`config.mk`:
```
export PLATFORM = sky130hd
export DESIGN_NAME = cu_control
export DESIGN_NICKNAME = d
export VERILOG_FILES = /design/src/rtl/cu_pkg.sv /design/src/rtl/cmd_queue_if.sv /design/src/rtl/cmd_fifo.sv /design/src/rtl/cu_control.sv /design/src/rtl/job_requester.sv /design/src/rtl/read_cmd_arbiter.sv /design/src/rtl/response_router.sv
export SDC_FILE = /design/constraint.sdc
export NUM_CORES = 2
export LEC_CHECK = 0
export BUFFER_PORTS_ARGS = -buffer_cell sky130_fd_sc_hd__buf_2
export CAP_MARGIN = 20
export CORE_UTILIZATION = 45
export DETAILED_ROUTE_END_ITERATION = 12
export PLACE_DENSITY_LB_ADDON = 0.08
export RECOVER_POWER = 100
export SYNTH_ARGS = -nofsm -noshare
export SYNTH_HDL_FRONTEND = slang
export SYNTH_SLANG_ARGS = --single-unit
```
`constraint.sdc`:
```
create_clock -name clock -period 10.59 [get_ports clock]
set_input_delay 0.5295 -clock clock [delete_from_list [all_inputs] [get_ports clock]]
set_output_delay 0.5295 -clock clock [all_outputs]
set_load 0.03 [all_outputs]
```
`src/rtl/cu_pkg.sv`:
```
`default_nettype none

package cu_pkg;

	//////////////////////////////////////////////////
	// Widths
	//////////////////////////////////////////////////

	// Item counts and array indices
	localparam int COUNT_W = 32;

	// Items carried by one read command
	localparam int CHUNK_W = 8;

	typedef logic [COUNT_W-1:0] count_t;
	typedef logic [CHUNK_W-1:0] chunk_t;

	//////////////////////////////////////////////////
	// Enums
	//////////////////////////////////////////////////

	// Owner of a command, and of the response that comes back for it
	typedef enum logic [0:0] {
		CU_VERTEX = 1'b0,
		CU_EDGE   = 1'b1
	} cu_id_t;

	// Which array a read command walks
	typedef enum logic [0:0] {
		READ_VERTEX = 1'b0,
		READ_EDGE   = 1'b1
	} cmd_kind_t;

	//////////////////////////////////////////////////
	// Read command
	//////////////////////////////////////////////////

	typedef struct packed {
		cu_id_t    cu_id;
		cmd_kind_t kind;
		count_t    index;
		chunk_t    count;
	} read_cmd_t;

endpackage

`default_nettype wire

```
`src/rtl/cmd_queue_if.sv`:
```
`timescale 1ns/1ps
`default_nettype none

// Head of a requester command queue as seen by the arbiter.
// Data is shown first word fall through, pop consumes it at the edge.
interface cmd_queue_if import cu_pkg::*; ();

	// Command at the head of the queue
	read_cmd_t cmd;

	// No command waiting
	logic empty;

	// Take the head command, only while empty is low
	logic pop;

	// Requester side
	modport queue (
		output cmd,
		output empty,
		input  pop
	);

	// Arbiter side
	modport grant (
		input  cmd,
		input  empty,
		output pop
	);

endinterface

`default_nettype wire

```
`src/rtl/cmd_fifo.sv`:
```
`timescale 1ns/1ps
`default_nettype none

module cmd_fifo import cu_pkg::*; #(
	parameter int DEPTH    = 8,
	parameter int HEADROOM = 4
) (
	input  logic      clock,
	input  logic      rstn,
	input  logic      push,
	input  read_cmd_t data_in,
	input  logic      pop,
	output read_cmd_t data_out,
	output logic      empty,
	output logic      full,
	output logic      alfull
);

	localparam int PTR_W = (DEPTH > 1) ? $clog2(DEPTH) : 1;
	localparam int CNT_W = $clog2(DEPTH + 1);

	read_cmd_t        mem [DEPTH];
	logic [PTR_W-1:0] wr_ptr;
	logic [PTR_W-1:0] rd_ptr;
	logic [CNT_W-1:0] count;
	logic             do_push;
	logic             do_pop;

	// Overflow and underflow requests are dropped
	assign do_push = push && !full;
	assign do_pop  = pop && !empty;

	always_ff @(posedge clock or negedge rstn) begin
		if (!rstn) begin
			wr_ptr <= '0;
			rd_ptr <= '0;
			count  <= '0;
		end else begin
			if (do_push)
				wr_ptr <= (wr_ptr == PTR_W'(DEPTH - 1)) ? '0 : wr_ptr + 1'b1;
			if (do_pop)
				rd_ptr <= (rd_ptr == PTR_W'(DEPTH - 1)) ? '0 : rd_ptr + 1'b1;
			case ({do_push, do_pop})
				2'b10:   count <= count + 1'b1;
				2'b01:   count <= count - 1'b1;
				default: count <= count;
			endcase
		end
	end

	always_ff @(posedge clock) begin
		if (do_push)
			mem[wr_ptr] <= data_in;
	end

	// Head word is visible before the pop
	assign data_out = mem[rd_ptr];

	assign empty  = (count == '0);
	assign full   = (count == CNT_W'(DEPTH));
	// Fewer than HEADROOM free slots left
	assign alfull = (count > CNT_W'(DEPTH - HEADROOM));

endmodule

`default_nettype wire

```
`src/rtl/cu_control.sv`:
```
`timescale 1ns/1ps
`default_nettype none

module cu_control import cu_pkg::*; #(
	parameter int QUEUE_DEPTH = 8,
	parameter int BURST_DEPTH = 16,
	parameter int HEADROOM    = 4,
	parameter int CHUNK_SIZE  = 16
) (
	input  logic      clock,
	input  logic      rstn,
	input  logic      enabled_in,
	input  logic      start,
	input  count_t    num_vertices,
	input  count_t    num_edges,
	input  logic      read_alfull,
	input  logic      read_rsp_valid,
	input  cu_id_t    read_rsp_cu_id,
	input  chunk_t    read_rsp_count,
	output logic      read_cmd_valid,
	output cu_id_t    read_cmd_cu_id,
	output cmd_kind_t read_cmd_kind,
	output count_t    read_cmd_index,
	output chunk_t    read_cmd_count,
	output logic      cu_done,
	output count_t    cu_return
);

	logic      enabled;
	logic      job_start;
	logic      job_active;
	count_t    total_vertices;
	count_t    total_edges;
	count_t    vertex_done;
	count_t    edge_done;
	logic      done_now;
	logic      vertex_rsp;
	logic      edge_rsp;
	chunk_t    routed_count;
	read_cmd_t cmd_out;

	cmd_queue_if vertex_q ();
	cmd_queue_if edge_q ();

	//////////////////////////////////////////////////
	// Enable and job latch
	//////////////////////////////////////////////////

	always_ff @(posedge clock or negedge rstn) begin
		if (!rstn)
			enabled <= 1'b0;
		else
			enabled <= enabled_in;
	end

	assign job_start = enabled && start;

	always_ff @(posedge clock or negedge rstn) begin
		if (!rstn) begin
			job_active     <= 1'b0;
			total_vertices <= '0;
			total_edges    <= '0;
		end else if (job_start) begin
			job_active     <= 1'b1;
			total_vertices <= num_vertices;
			total_edges    <= num_edges;
		end
	end

	//////////////////////////////////////////////////
	// Done and return value
	//////////////////////////////////////////////////

	assign done_now = job_active && (vertex_done == total_vertices) && (edge_done == total_edges);

	always_ff @(posedge clock or negedge rstn) begin
		if (!rstn) begin
			cu_done   <= 1'b0;
			cu_return <= '0;
		end else if (job_start) begin
			cu_done   <= 1'b0;
			cu_return <= '0;
		end else if (enabled) begin
			cu_done <= done_now;
			if (done_now)
				cu_return <= vertex_done;
		end
	end

	//////////////////////////////////////////////////
	// Requesters, arbiter and response path
	//////////////////////////////////////////////////

	job_requester #(
		.OWNER(CU_VERTEX), .QUEUE_DEPTH(QUEUE_DEPTH), .HEADROOM(HEADROOM), .CHUNK_SIZE(CHUNK_SIZE)
	) u_vertex_req (
		.clock(clock), .rstn(rstn), .enabled(enabled), .job_start(job_start),
		.total(total_vertices), .rsp_valid(vertex_rsp), .rsp_count(routed_count),
		.done_count(vertex_done), .q(vertex_q)
	);

	job_requester #(
		.OWNER(CU_EDGE), .QUEUE_DEPTH(QUEUE_DEPTH), .HEADROOM(HEADROOM), .CHUNK_SIZE(CHUNK_SIZE)
	) u_edge_req (
		.clock(clock), .rstn(rstn), .enabled(enabled), .job_start(job_start),
		.total(total_edges), .rsp_valid(edge_rsp), .rsp_count(routed_count),
		.done_count(edge_done), .q(edge_q)
	);

	read_cmd_arbiter #(.BURST_DEPTH(BURST_DEPTH), .HEADROOM(HEADROOM)) u_arbiter (
		.clock(clock), .rstn(rstn), .enabled(enabled), .read_alfull(read_alfull),
		.vq(vertex_q), .eq(edge_q), .cmd_valid(read_cmd_valid), .cmd_out(cmd_out)
	);

	response_router u_router (
		.clock(clock), .rstn(rstn), .enabled(enabled), .rsp_valid(read_rsp_valid),
		.rsp_cu_id(read_rsp_cu_id), .rsp_count(read_rsp_count),
		.vertex_valid(vertex_rsp), .edge_valid(edge_rsp), .routed_count(routed_count)
	);

	// Memory port fields
	assign read_cmd_cu_id = cmd_out.cu_id;
	assign read_cmd_kind  = cmd_out.kind;
	assign read_cmd_index = cmd_out.index;
	assign read_cmd_count = cmd_out.count;

endmodule

`default_nettype wire

```
`src/rtl/job_requester.sv`:
```
`timescale 1ns/1ps
`default_nettype none

module job_requester import cu_pkg::*; #(
	parameter cu_id_t OWNER       = CU_VERTEX,
	parameter int     QUEUE_DEPTH = 8,
	parameter int     HEADROOM    = 4,
	parameter int     CHUNK_SIZE  = 16
) (
	input  logic   clock,
	input  logic   rstn,
	input  logic   enabled,
	input  logic   job_start,
	input  count_t total,
	input  logic   rsp_valid,
	input  chunk_t rsp_count,
	output count_t done_count,
	cmd_queue_if.queue q
);

	localparam cmd_kind_t KIND = (OWNER == CU_VERTEX) ? READ_VERTEX : READ_EDGE;

	count_t    issue_ptr;
	count_t    remaining;
	chunk_t    chunk;
	read_cmd_t cmd_next;
	logic      cmd_push;
	logic      q_full;
	logic      q_alfull;

	//////////////////////////////////////////////////
	// Command split
	//////////////////////////////////////////////////

	assign remaining = total - issue_ptr;

	always_comb begin
		if (remaining > count_t'(CHUNK_SIZE))
			chunk = chunk_t'(CHUNK_SIZE);
		else
			chunk = remaining[CHUNK_W-1:0];
		cmd_next.cu_id = OWNER;
		cmd_next.kind  = KIND;
		cmd_next.index = issue_ptr;
		cmd_next.count = chunk;
	end

	// Hold off during the start edge, the totals are still changing
	assign cmd_push = enabled && !job_start && (issue_ptr < total) && !q_alfull && !q_full;

	always_ff @(posedge clock or negedge rstn) begin
		if (!rstn) begin
			issue_ptr <= '0;
		end else if (job_start) begin
			issue_ptr <= '0;
		end else if (cmd_push) begin
			issue_ptr <= issue_ptr + count_t'(chunk);
		end
	end

	//////////////////////////////////////////////////
	// Completed items
	//////////////////////////////////////////////////

	// The router only accepts responses while enabled
	always_ff @(posedge clock or negedge rstn) begin
		if (!rstn) begin
			done_count <= '0;
		end else if (job_start) begin
			done_count <= '0;
		end else if (rsp_valid) begin
			done_count <= done_count + count_t'(rsp_count);
		end
	end

	cmd_fifo #(
		.DEPTH   (QUEUE_DEPTH),
		.HEADROOM(HEADROOM)
	) u_queue (
		.clock   (clock),
		.rstn    (rstn),
		.push    (cmd_push),
		.data_in (cmd_next),
		.pop     (q.pop),
		.data_out(q.cmd),
		.empty   (q.empty),
		.full    (q_full),
		.alfull  (q_alfull)
	);

endmodule

`default_nettype wire

```
`src/rtl/read_cmd_arbiter.sv`:
```
`timescale 1ns/1ps
`default_nettype none

module read_cmd_arbiter import cu_pkg::*; #(
	parameter int BURST_DEPTH = 16,
	parameter int HEADROOM    = 4
) (
	input  logic      clock,
	input  logic      rstn,
	input  logic      enabled,
	input  logic      read_alfull,
	cmd_queue_if.grant vq,
	cmd_queue_if.grant eq,
	output logic      cmd_valid,
	output read_cmd_t cmd_out
);

	cu_id_t    prio;
	logic      can_grant;
	logic      grant_v;
	logic      grant_e;
	read_cmd_t burst_in;
	read_cmd_t burst_out;
	logic      burst_pop;
	logic      burst_empty;
	logic      burst_full;
	logic      burst_alfull;

	//////////////////////////////////////////////////
	// Round robin grant
	//////////////////////////////////////////////////

	assign can_grant = enabled && !read_alfull && !burst_alfull && !burst_full;

	// prio names the queue that wins when both are waiting
	assign grant_v = can_grant && !vq.empty && (eq.empty || prio == CU_VERTEX);
	assign grant_e = can_grant && !eq.empty && (vq.empty || prio == CU_EDGE);

	assign vq.pop  = grant_v;
	assign eq.pop  = grant_e;
	assign burst_in = grant_v ? vq.cmd : eq.cmd;

	always_ff @(posedge clock or negedge rstn) begin
		if (!rstn)
			prio <= CU_VERTEX;
		else if (grant_v)
			prio <= CU_EDGE;
		else if (grant_e)
			prio <= CU_VERTEX;
	end

	//////////////////////////////////////////////////
	// Burst buffer and memory port
	//////////////////////////////////////////////////

	assign burst_pop = enabled && !burst_empty && !read_alfull;

	cmd_fifo #(
		.DEPTH   (BURST_DEPTH),
		.HEADROOM(HEADROOM)
	) u_burst (
		.clock   (clock),
		.rstn    (rstn),
		.push    (grant_v || grant_e),
		.data_in (burst_in),
		.pop     (burst_pop),
		.data_out(burst_out),
		.empty   (burst_empty),
		.full    (burst_full),
		.alfull  (burst_alfull)
	);

	// Strobe, so it drops as soon as the pop stops
	always_ff @(posedge clock or negedge rstn) begin
		if (!rstn)
			cmd_valid <= 1'b0;
		else
			cmd_valid <= burst_pop;
	end

	always_ff @(posedge clock) begin
		if (burst_pop)
			cmd_out <= burst_out;
	end

endmodule

`default_nettype wire

```
`src/rtl/response_router.sv`:
```
`timescale 1ns/1ps
`default_nettype none

module response_router import cu_pkg::*; (
	input  logic   clock,
	input  logic   rstn,
	input  logic   enabled,
	input  logic   rsp_valid,
	input  cu_id_t rsp_cu_id,
	input  chunk_t rsp_count,
	output logic   vertex_valid,
	output logic   edge_valid,
	output chunk_t routed_count
);

	logic   rsp_valid_q;
	cu_id_t rsp_cu_id_q;
	chunk_t rsp_count_q;

	// Input stage, responses are taken only while enabled
	always_ff @(posedge clock or negedge rstn) begin
		if (!rstn)
			rsp_valid_q <= 1'b0;
		else
			rsp_valid_q <= enabled && rsp_valid;
	end

	always_ff @(posedge clock) begin
		if (rsp_valid) begin
			rsp_cu_id_q <= rsp_cu_id;
			rsp_count_q <= rsp_count;
		end
	end

	// One strobe per latched response, picked by owner
	assign vertex_valid = rsp_valid_q && (rsp_cu_id_q == CU_VERTEX);
	assign edge_valid   = rsp_valid_q && (rsp_cu_id_q == CU_EDGE);
	assign routed_count = rsp_count_q;

endmodule

`default_nettype wire

```
==> results by group <==
Min path
  • Hold Crit Class: input port to flip-flop
  • Hold Crit Depth: 3

Drt
  • Residual DRC: 0
  • DR vias/cell: 5.66
  • Final wirelength: 182000 um
  • Top routing layer used: met5
  • Wl on met1: 78500 um
  • Via count: approximately 40000
  • Routed len/inst: 25.8 um
  • Final ANT Viol Nets: 0
  • Met2 WL: 92200 um
  • Starting DRT DRC Count: 2623
  • Met3 wire len: 6730 um
  • Drt first pass iters: 5

Placement
  • Post-DP Area: between 70000 and 80000 um2
  • GP Congestion: approximately 0.9
  • Post-DP HPWL: about 110000 um
  • DP Cell Count: 6651
  • Number of port buffers: 154
  • DP Worst Slack: between 3 and 4 ns

Power and ir drop
  • Power density over cell area: 249 nW/um2
  • Total leakage power: 27.3 nW
  • Peak VDD IR: ~0.20 mV

Clocking
  • CTS sink count: 1609
  • Total CTS buffers: 170
  • Worst-Skew Late Latency: 0.80 ns
  • Post-CTS Hold Fix Bufs: 74
  • CTS tree: yes
  • # resized after CTS: 0
  • H-tree depth: 4
  • Setup Buffers After CTS: 0
  • Clk root buf: clkbuf_16
  • Worst-path clk slew: ~0.060 ns
  • CTS Buffer Depth: 3

Timing
  • Slew @ Worst Pin: 4.47 ns
  • Setup violators final: 0
  • Final hold vios: 0
  • Min cycle time layout: around 8.6 ns
  • Final hold slack: 0.0874 ns
  • Unrepaired setup endpoints after global routing: false
  • Setup WS post-layout: 2.01 ns
  • Max-slew violation count: 2032
  • Sum Neg Setup Slack: 0 ns
  • Achievable clock frequency: about 120 MHz
  • Post-route clock period utilization: 81.0%
  • Slew headroom: -198%
  • Clock skew after layout: 0.0327 ns

Global route
  • GRT Util Overall: between 20% and 30%
  • Total gr overflow: 0
  • Antenna violations before repair: 1
  • Largest net degree at the start of global routing: 107
  • First-pass GRT wire length: 270000 um
  • Vias in the first global route: 40900

Setup path
  • CP Capture Type: flip-flop
  • Crit-path cells: nand2b_1 -> nor2_1 -> nand2_1 -> a211o_1 -> o21ai_0 -> nand2_1 -> nor2_1 -> clkbuf_1
  • CP max FO: 52
  • R2R depth: 8
  • CP startpoint kind: flip-flop
  • Crit Path Class: flip-flop to flip-flop
  • Bufs and invs on worst path: 1
  • CP top delay family: simple AND/OR/NAND/NOR gates
  • CP max stage cell: nor2_1
  • Stages on worst setup path: 8
  • Worst path max stage delay: 2.13 ns
  • Critical Path RT: around 11 ns
  • Critical path arrival: 8.93 ns

Finish
  • Final instance count without filler cells: 7053
  • P&R area growth vs syn: 13.2%
  • Fraction of layout instances using a drive strength above 1: 13.4%
  • Post-route design area: 78600 um2
  • # nets final: 5087

Floorplanning
  • Die W: 395 um
  • Initial Utilization: a little under half
  • Die area: 156000 um2
  • Die height: 395 um
  • Core area: 153000 um2
  • # IOs: 155
  • Floorplan row count: 143

Run
  • Max-cap viol count: 60

Logic synthesis
  • Async SR Flop Fraction: 16.3%
  • Synthesized area per cell: around 15 um2
  • Largest family of logic cells by synthesized area: multiplexers
  • Post-Syn Instances: 4523
  • Distinct cells, synth: slightly above 90
  • Register bit count reported by yosys: 1609
  • Multiplexer share of the synthesized area: 11.4%
  • Seq/Total Area, Yosys: 67.7%
  • Adder-cell area share of the yosys netlist: about 2.4%
  • Syn. warnings: 0
  • Number of flops mapped to enable cells by yosys: approximately 1300
  • Simple-Gate Fraction of Synth Area: 6.77%
  • Synth Area in Compound Gates: 7.47%
  • XOR/XNOR share of the synthesized area: 2.28%
  • Post-synthesis cell area: about 69000 um2
  • Ys flop type: edfxtp_1

Outcome
  • Outcome: finished with violations
  • Failing checks: max-capacitance violations, max-slew violations
registers in the layout, indices dropped and copies added, names as in the netlist, 4 cells and up:
register and cells:
total_vertices 32, u_router.routed_count 8, u_edge_req.done_count 32, u_edge_req.u_queue.mem 320, u_vertex_req.issue_ptr 32, u_vertex_req.u_queue.count 4, u_edge_req.u_queue.count 4, u_arbiter.u_burst.mem 656
total_edges 32, u_arbiter.u_burst.wr_ptr 4, u_vertex_req.u_queue.mem 320, cu_return 32, u_arbiter.u_burst.count 5, u_edge_req.issue_ptr 32, u_arbiter.cmd_out 41, u_vertex_req.done_count 32
u_arbiter.u_burst.rd_ptr 4
metal layers:
layer | vias to the layer above | track usage (%)
li1 | 18300 | -
met1 | 20600 | 31.0
met2 | 875 | 40.5
met3 | 246 | 2.95
met4 | 2 | 6.32
met5 | - | 0
metrics by stage:
stage / utilization (%) / total power, mW
6_report: 51.5 / 19.6
5_1_grt: 51.5 / 20.5
4_1_cts: 52.0 / 19.9
3_5_place_dp: 48.0 / 14.1
3_3_place_gp: 47.9 / 14.0
2_1_floorplan: - / 12.1
final timing paths:
check	start	end	slack, ns
hold reg to reg	job_active$_DFFE_PN0P_	job_active$_DFFE_PN0P_	0.48
setup / recovery	enabled$_DFF_PN0_	u_arbiter.u_burst.mem[11][36]$_DFFE_PP_	2.01
max in group asynchronous	rstn	u_arbiter.u_burst.rd_ptr[0]$_DFFE_PN0P_	3.29
setup reg to reg	enabled$_DFF_PN0_	u_arbiter.u_burst.mem[11][36]$_DFFE_PP_	2.01
min in group asynchronous	rstn	total_edges[9]$_DFFE_PN0P_	1.88
hold / removal	num_vertices[0]	total_vertices[0]$_DFFE_PN0P_	0.09
synth_stat cells (61+ instances only):
library cell / instances / area [um2]
nor2_1: 178 / 668
mux2i_1: 189 / 1890
inv_1: 140 / 526
mux4_2: 242 / 5450
o21ai_0: 173 / 866
ha_1: 117 / 1460
edfxtp_1: 1346 / 40400
nand2_1: 402 / 1510
clkbuf_1: 159 / 597
xnor2_1: 123 / 1080
nand3_1: 61 / 305
a21oi_1: 227 / 1140
dfrtp_1: 263 / 6580
worst reg2reg max path, cell delays in order (launching register included):
cell      delay, ns
dfrtp_1        0.58
nand2b_1       0.45
nor2_1         0.22
nand2_1        0.20
a211o_1        1.29
o21ai_0        1.10
nand2_1        0.50
nor2_1         2.13
clkbuf_1       1.66
cell type report:
type                    count  area [um2]
fillers                 12900       74000
flip-flops and latches   1609       47000
multi-input cells        2609       21200
clock buffers             229        4690
well taps                2030        2540
repair buffers            351        1980
clock inverters            83         638
inverters                 141         529
diodes                      1        2.50
where the power goes:
part / switching [mW] / total, mW / internal (mW)
Combinational: 3.31 / 5.30 / 1.99
Clock: 2.44 / 5.74 / 3.30
Sequential: 0.539 / 8.56 / 8.02
Total: 6.30 / 19.6 / 13.3
placed cells by master (no fill, tap or decap), types with 57 or more instances in the layout:
master	instances
mux4_2	242
nand3_1	61
dfrtp_1	254
a21oi_1	228
xor2_1	58
mux2i_1	189
nor3_1	57
o21ai_0	177
clkbuf_1	219
dlygate4sd3_1	74
xnor2_1	123
nor2_1	173
a211oi_1	58
nand2_1	402
ha_1	117
edfxtp_1	1346
clkbuf_16	173
inv_1	141
buf_2	77
cell families after synthesis:
kind of cell | after synthesis
fa+ha+maj | 126
xor+xnor | 181
flops | 1609
simple gates | 982
buf+inv | 358
mux | 480
compound gates | 786
other cells | 1
(Power assumes the default switching activity.)
